===== src/source/pad_consts.svh =====
/* Pad counts, indices and variant codes for the pad-control core.
   Combined pad order is MIO first, then DIO. Variant codes are 2 bits wide. */

`ifndef PAD_CONSTS_SVH
`define PAD_CONSTS_SVH

//////////////////////////////////////////////////
// Pad counts
//////////////////////////////////////////////////
`define PAD_NUM_MIO 8
`define PAD_NUM_DIO 8
`define PAD_NUM_ALL 16
`define PAD_ATTR_W 4

// Pad variants
`define PAD_VAR_BIDIR 2'd0
`define PAD_VAR_INPUT 2'd1
`define PAD_VAR_TOL 2'd2
`define PAD_VAR_OD 2'd3

//////////////////////////////////////////////////
// DIO indices, relative to the DIO bank
//////////////////////////////////////////////////
`define PAD_DIO_USB_N 0
`define PAD_DIO_USB_P 1
`define PAD_DIO_USB_D 2
`define PAD_DIO_USB_DP_PU 3
`define PAD_DIO_SPI_D0 4
`define PAD_DIO_SPI_D1 5
`define PAD_DIO_SPI_CS_L 6
`define PAD_DIO_SPI_CLK 7

// Straps, MIO indices
`define PAD_STRAP0_MIO 4
`define PAD_STRAP1_MIO 5
`define PAD_STRAP_DELAY 3 // Cycles after reset release

`endif


===== src/source/pad_pkg.sv =====
/* Shared packed types of the pad-control core.
   Arrays are indexed in combined order, MIO pads first. */

`include "pad_consts.svh"

package pad_pkg;

  // Attribute field as written by software
  typedef struct packed {
    logic invert;
    logic virt_od_en;
    logic pull_en;
    logic pull_sel;
  } pad_attr_t;

  typedef pad_attr_t [`PAD_NUM_ALL-1:0] pad_attr_arr_t;

  typedef logic [`PAD_NUM_ALL-1:0][1:0] pad_variant_arr_t;

  // Attributes after restriction to the pad variant
  typedef struct packed {
    logic invert;
    logic od;
    logic drive_en;
    logic pull_en;
    logic pull_sel;
  } pad_cfg_t;

  typedef pad_cfg_t [`PAD_NUM_ALL-1:0] pad_cfg_arr_t;

  typedef struct packed {
    logic out;
    logic oe;
    logic pull_en;
    logic pull_sel; // 1 selects pull-up
  } pad_drive_t;

  typedef pad_drive_t [`PAD_NUM_ALL-1:0] pad_drive_arr_t;

  typedef logic [`PAD_NUM_MIO-1:0] mio_vec_t;
  typedef logic [`PAD_NUM_DIO-1:0] dio_vec_t;
  typedef logic [`PAD_NUM_ALL-1:0] all_vec_t;
  typedef logic [1:0] strap_t;

endpackage


===== src/source/pad_attr_decode.sv =====
/* Restricts requested pad attributes to what each pad variant supports.
   Purely combinational. Variant table is fixed at elaboration. */

`timescale 1ns/1ps

`include "pad_consts.svh"

module pad_attr_decode import pad_pkg::*; #(
  parameter pad_variant_arr_t Variant = '0
) (
  input  pad_attr_arr_t pad_attr_i,
  output pad_cfg_arr_t  pad_cfg_o
);

  //////////////////////////////////////////////////
  // Per-pad decode
  //////////////////////////////////////////////////

  for (genvar i = 0; i < `PAD_NUM_ALL; i++) begin : gen_pad
    logic is_input;
    logic is_tol;
    logic is_od;

    assign is_input = (Variant[i] == `PAD_VAR_INPUT);
    assign is_tol   = (Variant[i] == `PAD_VAR_TOL);
    assign is_od    = (Variant[i] == `PAD_VAR_OD);

    assign pad_cfg_o[i].invert = pad_attr_i[i].invert;

    // True open-drain pads ignore the virtual OD request
    assign pad_cfg_o[i].od = is_od | pad_attr_i[i].virt_od_en;

    assign pad_cfg_o[i].drive_en = ~is_input; // No output buffer

    // Tolerant and input-only cells have no pull resistors
    assign pad_cfg_o[i].pull_en  = pad_attr_i[i].pull_en & ~(is_input | is_tol);
    assign pad_cfg_o[i].pull_sel = pad_attr_i[i].pull_sel;
  end

endmodule


===== src/source/pad_drive.sv =====
/* Output path of the pad ring. One register stage between core request and pad.
   Open drain is emulated by driving low only; out is held at 0 on OD pads. */

`timescale 1ns/1ps

`include "pad_consts.svh"

module pad_drive import pad_pkg::*; (
  input  logic           clk_main_i,
  input  logic           arst_n_i,
  input  all_vec_t       core_out_i,
  input  all_vec_t       core_oe_i,
  input  pad_cfg_arr_t   pad_cfg_i,
  output pad_drive_arr_t pad_drive_o,
  output logic           usb_dp_pullup_en_o
);

  pad_drive_arr_t drive_d;
  logic           usb_pu_d;

  //////////////////////////////////////////////////
  // Next drive value per pad
  //////////////////////////////////////////////////

  for (genvar i = 0; i < `PAD_NUM_ALL; i++) begin : gen_pad
    logic eff;

    assign eff = core_out_i[i] ^ pad_cfg_i[i].invert; // Value after inversion

    // OD: release the pad for a 1, pull low for a 0
    assign drive_d[i].out = eff & ~pad_cfg_i[i].od;
    assign drive_d[i].oe  = core_oe_i[i] & pad_cfg_i[i].drive_en &
                            ~(pad_cfg_i[i].od & eff);

    assign drive_d[i].pull_en  = pad_cfg_i[i].pull_en;
    assign drive_d[i].pull_sel = pad_cfg_i[i].pull_sel;
  end

  // D+ pull-up taken straight from the core request
  assign usb_pu_d = core_out_i[`PAD_NUM_MIO + `PAD_DIO_USB_DP_PU] &
                    core_oe_i[`PAD_NUM_MIO + `PAD_DIO_USB_DP_PU];

  //////////////////////////////////////////////////
  // Output register
  //////////////////////////////////////////////////

  always_ff @(posedge clk_main_i or negedge arst_n_i) begin
    if (!arst_n_i) begin
      pad_drive_o        <= '0; // All pads released
      usb_dp_pullup_en_o <= 1'b0;
    end else begin
      pad_drive_o        <= drive_d;
      usb_dp_pullup_en_o <= usb_pu_d;
    end
  end

endmodule


===== src/source/pad_in_sync.sv =====
/* Two-flop synchronizer for a bank of pad inputs. Each bit is synchronized
   on its own, so multi-bit values may be seen torn for one cycle. */

`timescale 1ns/1ps

module pad_in_sync #(
  parameter type payload_t = logic
) (
  input  logic     clk_main_i,
  input  logic     arst_n_i,
  input  payload_t d_i,
  output payload_t q_o
);

  payload_t meta_q; // First stage, may go metastable
  payload_t sync_q;

  always_ff @(posedge clk_main_i or negedge arst_n_i) begin
    if (!arst_n_i) begin
      meta_q <= '0;
      sync_q <= '0;
    end else begin
      meta_q <= d_i;
      sync_q <= meta_q;
    end
  end

  assign q_o = sync_q;

endmodule


===== src/source/pad_input_overlay.sv =====
/* Input return path after the synchronizers. Data path is combinational.
   Straps are sampled once per reset, PAD_STRAP_DELAY cycles after release. */

`timescale 1ns/1ps

`include "pad_consts.svh"

module pad_input_overlay import pad_pkg::*; (
  input  logic         clk_main_i,
  input  logic         arst_n_i,
  input  mio_vec_t     mio_sync_i,
  input  dio_vec_t     dio_sync_i,
  input  pad_cfg_arr_t pad_cfg_i,
  input  logic         usb_rx_en_i,
  output mio_vec_t     mio_in_o,
  output dio_vec_t     dio_in_o,
  output strap_t       strap_o,
  output logic         strap_valid_o
);

  localparam int unsigned cnt_w = $clog2(`PAD_STRAP_DELAY + 1);

  logic             usb_p;
  logic             usb_n;
  logic             diff_d;
  logic             diff_q;
  logic [cnt_w-1:0] strap_cnt_q;

  //////////////////////////////////////////////////
  // Inversion
  //////////////////////////////////////////////////

  for (genvar i = 0; i < `PAD_NUM_MIO; i++) begin : gen_mio
    assign mio_in_o[i] = mio_sync_i[i] ^ pad_cfg_i[i].invert;
  end

  // USB_D carries the receiver output, not the pad value
  for (genvar k = 0; k < `PAD_NUM_DIO; k++) begin : gen_dio
    if (k == `PAD_DIO_USB_D) begin : gen_usb_d
      assign dio_in_o[k] = usb_rx_en_i & diff_d;
    end else begin : gen_plain
      assign dio_in_o[k] = dio_sync_i[k] ^ pad_cfg_i[`PAD_NUM_MIO + k].invert;
    end
  end

  //////////////////////////////////////////////////
  // Differential receiver model
  //////////////////////////////////////////////////

  assign usb_p = dio_sync_i[`PAD_DIO_USB_P];
  assign usb_n = dio_sync_i[`PAD_DIO_USB_N];

  // Equal P and N (SE0 or SE1) keeps the previous bit
  assign diff_d = (usb_p != usb_n) ? usb_p : diff_q;

  always_ff @(posedge clk_main_i or negedge arst_n_i) begin
    if (!arst_n_i) begin
      diff_q <= 1'b0;
    end else begin
      diff_q <= diff_d;
    end
  end

  //////////////////////////////////////////////////
  // Strap capture
  //////////////////////////////////////////////////

  always_ff @(posedge clk_main_i or negedge arst_n_i) begin
    if (!arst_n_i) begin
      strap_cnt_q   <= '0;
      strap_valid_o <= 1'b0;
    end else if (!strap_valid_o) begin
      strap_cnt_q <= strap_cnt_q + 1'b1;
      if (strap_cnt_q == cnt_w'(`PAD_STRAP_DELAY - 1)) begin
        strap_valid_o <= 1'b1; // Sticky until next reset
      end
    end
  end

  always_ff @(posedge clk_main_i) begin
    if (!strap_valid_o && strap_cnt_q == cnt_w'(`PAD_STRAP_DELAY - 1)) begin
      strap_o <= {mio_sync_i[`PAD_STRAP1_MIO], mio_sync_i[`PAD_STRAP0_MIO]};
    end
  end

endmodule


===== src/source/pad_ctrl_top.sv =====
/* Pad-control core top. Bidirectional pads are split into drive and input ports.
   Output path has 1 cycle of latency, input path 2 cycles. */

`timescale 1ns/1ps

`include "pad_consts.svh"

module pad_ctrl_top import pad_pkg::*; #(
  // Index 15 first, MIO occupies the low half
  parameter pad_variant_arr_t Variant = {
    `PAD_VAR_INPUT, // DIO 7  SPI_CLK
    `PAD_VAR_INPUT, // DIO 6  SPI_CS_L
    `PAD_VAR_BIDIR, // DIO 5  SPI_D1
    `PAD_VAR_BIDIR, // DIO 4  SPI_D0
    `PAD_VAR_BIDIR, // DIO 3  USB_DP_PU
    `PAD_VAR_BIDIR, // DIO 2  USB_D
    `PAD_VAR_TOL,   // DIO 1  USB_P
    `PAD_VAR_TOL,   // DIO 0  USB_N
    `PAD_VAR_OD,    // MIO 7
    `PAD_VAR_OD,    // MIO 6
    {6{`PAD_VAR_BIDIR}} // MIO 5 to 0
  }
) (
  input  logic           clk_main_i,
  input  logic           arst_n_i,
  // Core side
  input  all_vec_t       core_out_i,
  input  all_vec_t       core_oe_i,
  input  pad_attr_arr_t  pad_attr_i,
  input  logic           usb_rx_en_i,
  output mio_vec_t       mio_in_o,
  output dio_vec_t       dio_in_o,
  output strap_t         strap_o,
  output logic           strap_valid_o,
  output logic           usb_dp_pullup_en_o,
  // Pad side
  output pad_drive_arr_t pad_drive_o,
  input  mio_vec_t       mio_pad_i,
  input  dio_vec_t       dio_pad_i
);

  pad_cfg_arr_t pad_cfg;
  mio_vec_t     mio_sync;
  dio_vec_t     dio_sync;

  //////////////////////////////////////////////////
  // Decode, drive, input return
  //////////////////////////////////////////////////

  pad_attr_decode #(
    .Variant ( Variant )
  ) u_pad_attr_decode (
    .pad_attr_i ( pad_attr_i ),
    .pad_cfg_o  ( pad_cfg    )
  );

  pad_drive u_pad_drive (
    .clk_main_i         ( clk_main_i         ),
    .arst_n_i           ( arst_n_i           ),
    .core_out_i         ( core_out_i         ),
    .core_oe_i          ( core_oe_i          ),
    .pad_cfg_i          ( pad_cfg            ),
    .pad_drive_o        ( pad_drive_o        ),
    .usb_dp_pullup_en_o ( usb_dp_pullup_en_o )
  );

  pad_in_sync #(
    .payload_t ( mio_vec_t )
  ) u_mio_sync (
    .clk_main_i ( clk_main_i ),
    .arst_n_i   ( arst_n_i   ),
    .d_i        ( mio_pad_i  ),
    .q_o        ( mio_sync   )
  );

  pad_in_sync #(
    .payload_t ( dio_vec_t )
  ) u_dio_sync (
    .clk_main_i ( clk_main_i ),
    .arst_n_i   ( arst_n_i   ),
    .d_i        ( dio_pad_i  ),
    .q_o        ( dio_sync   )
  );

  pad_input_overlay u_pad_input_overlay (
    .clk_main_i    ( clk_main_i    ),
    .arst_n_i      ( arst_n_i      ),
    .mio_sync_i    ( mio_sync      ),
    .dio_sync_i    ( dio_sync      ),
    .pad_cfg_i     ( pad_cfg       ),
    .usb_rx_en_i   ( usb_rx_en_i   ),
    .mio_in_o      ( mio_in_o      ),
    .dio_in_o      ( dio_in_o      ),
    .strap_o       ( strap_o       ),
    .strap_valid_o ( strap_valid_o )
  );

endmodule


===== config.mk =====
export PLATFORM = sky130hd
export DESIGN_NAME = pad_ctrl_top
export DESIGN_NICKNAME = d
export VERILOG_FILES = /design/src/source/pad_pkg.sv /design/src/source/pad_attr_decode.sv /design/src/source/pad_drive.sv /design/src/source/pad_in_sync.sv /design/src/source/pad_input_overlay.sv /design/src/source/pad_ctrl_top.sv
export VERILOG_INCLUDE_DIRS = /design/src /design/src/source
export SDC_FILE = /design/constraint.sdc
export NUM_CORES = 1
export LEC_CHECK = 0
export BUFFER_PORTS_ARGS = -buffer_cell sky130_fd_sc_hd__buf_2
export CORE_AREA = 2 2 93 95
export DETAILED_ROUTE_END_ITERATION = 6
export DIE_AREA = 0 0 95 97
export PLACE_DENSITY_LB_ADDON = 0.12
export SLEW_MARGIN = 20
export SYNTH_ARGS = -nofsm -noshare
export SYNTH_HDL_FRONTEND = slang
export SYNTH_SLANG_ARGS = --single-unit

===== constraint.sdc =====
create_clock -name clk_main_i -period 1 [get_ports clk_main_i]
set_input_delay 0.05 -clock clk_main_i [delete_from_list [all_inputs] [get_ports clk_main_i]]
set_output_delay 0.05 -clock clk_main_i [all_outputs]
set_load 0.02 [all_outputs]

# Word level (Yosys, flattened, before mapping)
# Cells that the tools add are included.
classes:
  add_sub_neg: 1
  n_eq_ne: 2
  mux: 3
  bitwise: 101
  reduce_logical: 2
op_table:
  columns: ["operator", "n"]
  rows:
  - ["1-bit bitwise AND", 42]
  - ["1-bit bitwise XOR", 31]
  - ["1-bit NOT", 28]
  - ["1-bit two-way mux", 3]
  - ["2-bit by 1-bit adder with 2-bit output (second input constant)", 1]
  - ["2-bit equality test (second input constant)", 1]
  - ["1-bit logical AND", 1]
  - ["1-bit logical NOT", 1]
  - ["1-bit inequality test", 1]
totals:
  reg_bits: 95

# Depth between registers and ports, before layout
logic_depth:
  ltp_word: 4
  mapped_depth: 3
  ltp_nobuf: 3

# Modules after synthesis
# Synthesis repeated with hierarchy kept, for this count alone.
unflattened:
  hier_cells: 276
  hier_area_um2: 3822.4
modules_own_cells:
  columns: ["module", "n_inst", "cells_per_inst", "area_each_um2", "seq_area_each_um2"]
  rows:
  - ["pad_drive", 1, 130, 2049.5, 1626.6]
  - ["pad_in_sync", 2, 16, 400.4, 400.4]
  - ["pad_attr_decode", 1, 82, 608.1, 0.0]
  - ["pad_input_overlay", 1, 32, 364.1, 160.2]

# Least setup slack after synthesis
# Ideal clock, no wire load.
synth_path:
  path_type: "register -> output"
  start: "register u_dio_sync.sync_q, in the netlist u_dio_sync.q_o[0]"
  end: "output dio_in_o[2]"
  t_arrival_ns: 1.041
  required_ns: 0.950
  path_slack_ns: -0.091
  path_stages_with_launch: 3
  n_path_buf: 0
  cell_sequence: "dfrtp_1 o21bai_1 a21boi_0"
synth_between:
  elab_chain_len: 3
synth_lines:
  columns: ["item", "line_no", "text"]
  rows:
  - ["start, declared", "pad_in_sync.sv:16", "payload_t sync_q;"]
  - ["start signal, assigned", "pad_in_sync.sv:24", "sync_q <= meta_q;"]
  - ["1-bit inequality test", "pad_input_overlay.sv:54", "assign diff_d = (usb_p != usb_n) ? usb_p : diff_q;"]
  - ["1-bit two-way mux", "pad_input_overlay.sv:54", null]
  - ["1-bit bitwise AND", "pad_input_overlay.sv:40", "assign dio_in_o[k] = usb_rx_en_i & diff_d;"]
  - ["end, declared", "pad_ctrl_top.sv:32", "output dio_vec_t dio_in_o,"]
# No other way between the ends.

# Final worst setup path
# Ends and elaborated chain as after synthesis.

==> summary.txt <==
CTS
  • Num CTS Buffers: 9
  • Clock sinks: 93
  • CTS H-tree lvls: 3
  • Maximum buffer depth of the clock tree: 2
  • Root Driver: clkbuf_8
  • Clk pin slew, worst setup/hold paths: 0.08 ns
  • Clk Latency, worst-skew pair: 0.35 ns
  • CTS tree: built

Finish
  • Area grow syn2layout: 77.68%
  • Layout filler cell count: 608
  • Share of cells above drive strength 1: 0.4375
  • Seq. cell area: 2338 um^2
  • Area of the multi-input gates: 555.5 um^2
  • N_diodes: 0
  • Nets@finish: 593
  • Most common cell after layout, fill and taps aside: buf_2
  • Most frequent cells in the layout: buf_2 (164), dlygate4sd3_1 (92), dfrtp_1 (90)

Floorplan
  • Core ar.: 8134 um^2
  • Die X: 95 um
  • Die extent in y: 97 um
  • Io pins: 199
  • Initial Util: 0.3632
  • Die area: 9215 um^2
  • Core Rows: 33

Route
  • Routed WL: 7393 um
  • Number of DRC markers in iteration 0: 33
  • Via count: 2,367
  • Avg WL per Cell: 12.64 um
  • # DRC: 0
  • Vias/cell: 4.046
  • First-pass DRT Iterations: 4
  • Detail Route Antenna Nets: 0

Timing
  • Max Fclk: 821.3 MHz
  • Fin. Hold Viols: 0
  • RSZ-0062 raised after global routing: yes
  • Layout Skew: 0.01219 ns
  • Fin. max-slew vios: 0
  • Setup Viol. Count Final: 18
  • Final min period: 1.218 ns
  • Post-route clock period utilization: 1.218
  • Fin Setup TNS: -1.679 ns
  • Setup WS post-layout: -0.2175 ns

Global routing
  • Vias in the first global route: 2,591
  • Largest net degree at the start of global routing: 27
  • Initial antenna violation count: 0
  • GRT overflow: 0
  • First-pass GRT wire length: 11,500 um
  • Global-route usage over all layers: 0.1646

Yosys
  • Yosys reg bits: 93
  • Avg Cell Area, Syn: 16.05 um^2
  • Seq/Total Area, Yosys: 0.7912
  • Syn Inst Count: 184
  • Distinct cells, synth: 18
  • Mapped cell area: 2954 um^2
  • Yosys Warn Count: 0

Run
  • Max cap viols: 0

Setup path
  • Kind of critical path: reg2out
  • Slowest Stage Delay on Critical Path: 0.38 ns
  • Element type at the critical path end: output port
  • R2R cell count: 3
  • Critical path launch point type: flop
  • FF-to-FF setup slack: -0.03 ns
  • Peak fanout along the critical path: 2
  • Critical path buffers and inverters: 1
  • CP required: 0.95 ns
  • CP max-delay cell: dfrtp_1
  • Worst path depth: 3
  • Worst-path cell chain: o21bai_1 -> a21boi_1 -> buf_4
  • Critical path arrival: 1.17 ns
  • CP top delay family: flip-flops

Power
  • Final Total Pwr: 8.009 mW
  • Clock power share: 0.323
  • Psw: 1.886 mW
  • Sequential power share: 0.504
  • Pwr per Cell Area: 1526 nW/um^2
  • Worst-case vdd ir drop: 0.0009202 V
  • P_int: 6.123 mW
  • Comb pwr share: 0.173
  • Leakage Power: 2.681 nW
  • Sw Ratio: 0.2355

Outcome
  • Status: complete, but fails checks
  • Failing checks: negative setup slack

Placed design
  • RePlAce Congestion: 0.7292
  • HPWL after detailed placement: 4673 um
  • Port Buffers: 181

Hold path
  • Hold depth: 3
  • Min-delay worst type: in2reg
-- metrics by stage --
step	setup slack, ns	instances	hold WS, ns	cell area, um^2	utilization
global route	-0.3026	585	0.01784	5249	0.6453
CTS	-0.2526	585	0.002341	5230	0.6430
detailed placement	-0.02760	474	-0.02924	4030	0.4955
floorplan	0.006631	191	-0.2456	2988	-
finish	-0.2175	585	0.02043	5249	0.6453
global placement	-0.003336	474	-0.03257	4030	0.4955
-- power groups by stage --
stage | clock (mW) | combinational [mW] | sequential (mW)
after CTS | 2.70 | 1.37 | 4.03
final | 2.59 | 1.39 | 4.03
after global routing | 2.85 | 1.50 | 4.06
after global placement | 0 | 1.05 | 4.11
after detailed placement | 0 | 1.05 | 4.11
after floorplan | 0 | 0.308 | 4.31
-- synthesized netlist by cell type --
cell | instances | area share
nand2_1 | 2 | 0.0025
nor2b_1 | 1 | 0.0021
edfxtp_1 | 2 | 0.020
xor2_1 | 16 | 0.047
or2_2 | 1 | 0.0021
and2_1 | 3 | 0.0064
o21bai_1 | 1 | 0.0025
dfrtp_1 | 91 | 0.77
conb_1 | 1 | 0.0013
nor2_1 | 13 | 0.017
buf_4 | 8 | 0.020
inv_1 | 13 | 0.017
xnor2_1 | 16 | 0.047
o21a_1 | 11 | 0.028
ha_1 | 1 | 0.0042
a21boi_0 | 2 | 0.0051
and2b_2 | 1 | 0.0030
mux2i_1 | 1 | 0.0034
-- area by class of cell --
class                   instances  area share
flip-flops and latches         93      0.4455
repair buffers                283      0.3752
multi-input cells              77      0.1058
clock buffers                  12     0.02765
well taps                     105     0.02503
clock inverters                 2     0.01144
inverters                      13    0.009297
-- worst paths after layout --
kind | startpoint | to
worst max-delay path | u_dio_sync.q_o[0]$_DFF_PN0_ | dio_in_o[2]
worst max register to register | u_pad_input_overlay.strap_cnt_q[0]$_DFFE_PN0N_ | u_pad_input_overlay.strap_o[1]$_DFFE_PP_
worst min register to register | u_dio_sync.meta_q[4]$_DFF_PN0_ | u_dio_sync.q_o[4]$_DFF_PN0_
min in group asynchronous | arst_n_i | u_pad_drive.pad_drive_o[10]$_DFF_PN0_
worst min-delay path | pad_attr_i[3] | u_pad_drive.pad_drive_o[3]$_DFF_PN0_
max in group asynchronous | arst_n_i | u_pad_drive.pad_drive_o[15]$_DFF_PN0_
-- worst reg2reg max path, delay by kind of cell, from the launching register on --
kind / cells / cell delay [ns]
adder cells (fa/ha/maj): 1 / 0.17
buffers and inverters: 1 / 0.06
flip-flops: 1 / 0.38
AND/OR/NAND/NOR: 1 / 0.15
-- per-layer routing --
metal	up-vias	global-route usage	wire length (um)
li1	1133	-	-
met1	1082	0.1678	2662
met2	132	0.2984	3851
met3	20	0.04283	649
met4	0	0.08919	229
met5	-	0	0
-- cells by family (layout without fill, tap and decap cells) --
logic type	count (synthesis)	after routing	share of synthesized area
simple gates	21	21	0.03262
buf+inv	21	310	0.03685
fa+ha+maj	1	1	0.004235
mux	1	1	0.003389
compound gates	14	14	0.03558
other cells	1	8	0.001269
xor+xnor	32	32	0.09487
flops	93	93	0.7912
-- flip-flops by register name (all words and copies together) (netlist names) --
| signal | flops |
|---|---|
| u_mio_sync.meta_q | 8 |
| u_dio_sync.meta_q | 7 |
| u_pad_input_overlay.diff_q | 1 |
| u_pad_input_overlay.strap_o | 2 |
| u_pad_input_overlay.strap_valid_o | 1 |
| u_pad_drive.usb_dp_pullup_en_o | 1 |
| u_pad_input_overlay.strap_cnt_q | 2 |
| u_pad_drive.pad_drive_o | 56 |
| u_dio_sync.q_o | 7 |
| u_mio_sync.q_o | 8 |
-- repair_timing --
item | 4_1_cts | 5_1_grt
hold buffers | 92 | 0
setup buffers | 5 | 0
gates cloned | 0 | 0
pin swaps | 5 | 1
hold endpoints to repair | 163 | 0
endpoints found under the setup margin | 20 | 19
gates resized for setup | 15 | 5
Power figures use the tool's default switching activity.
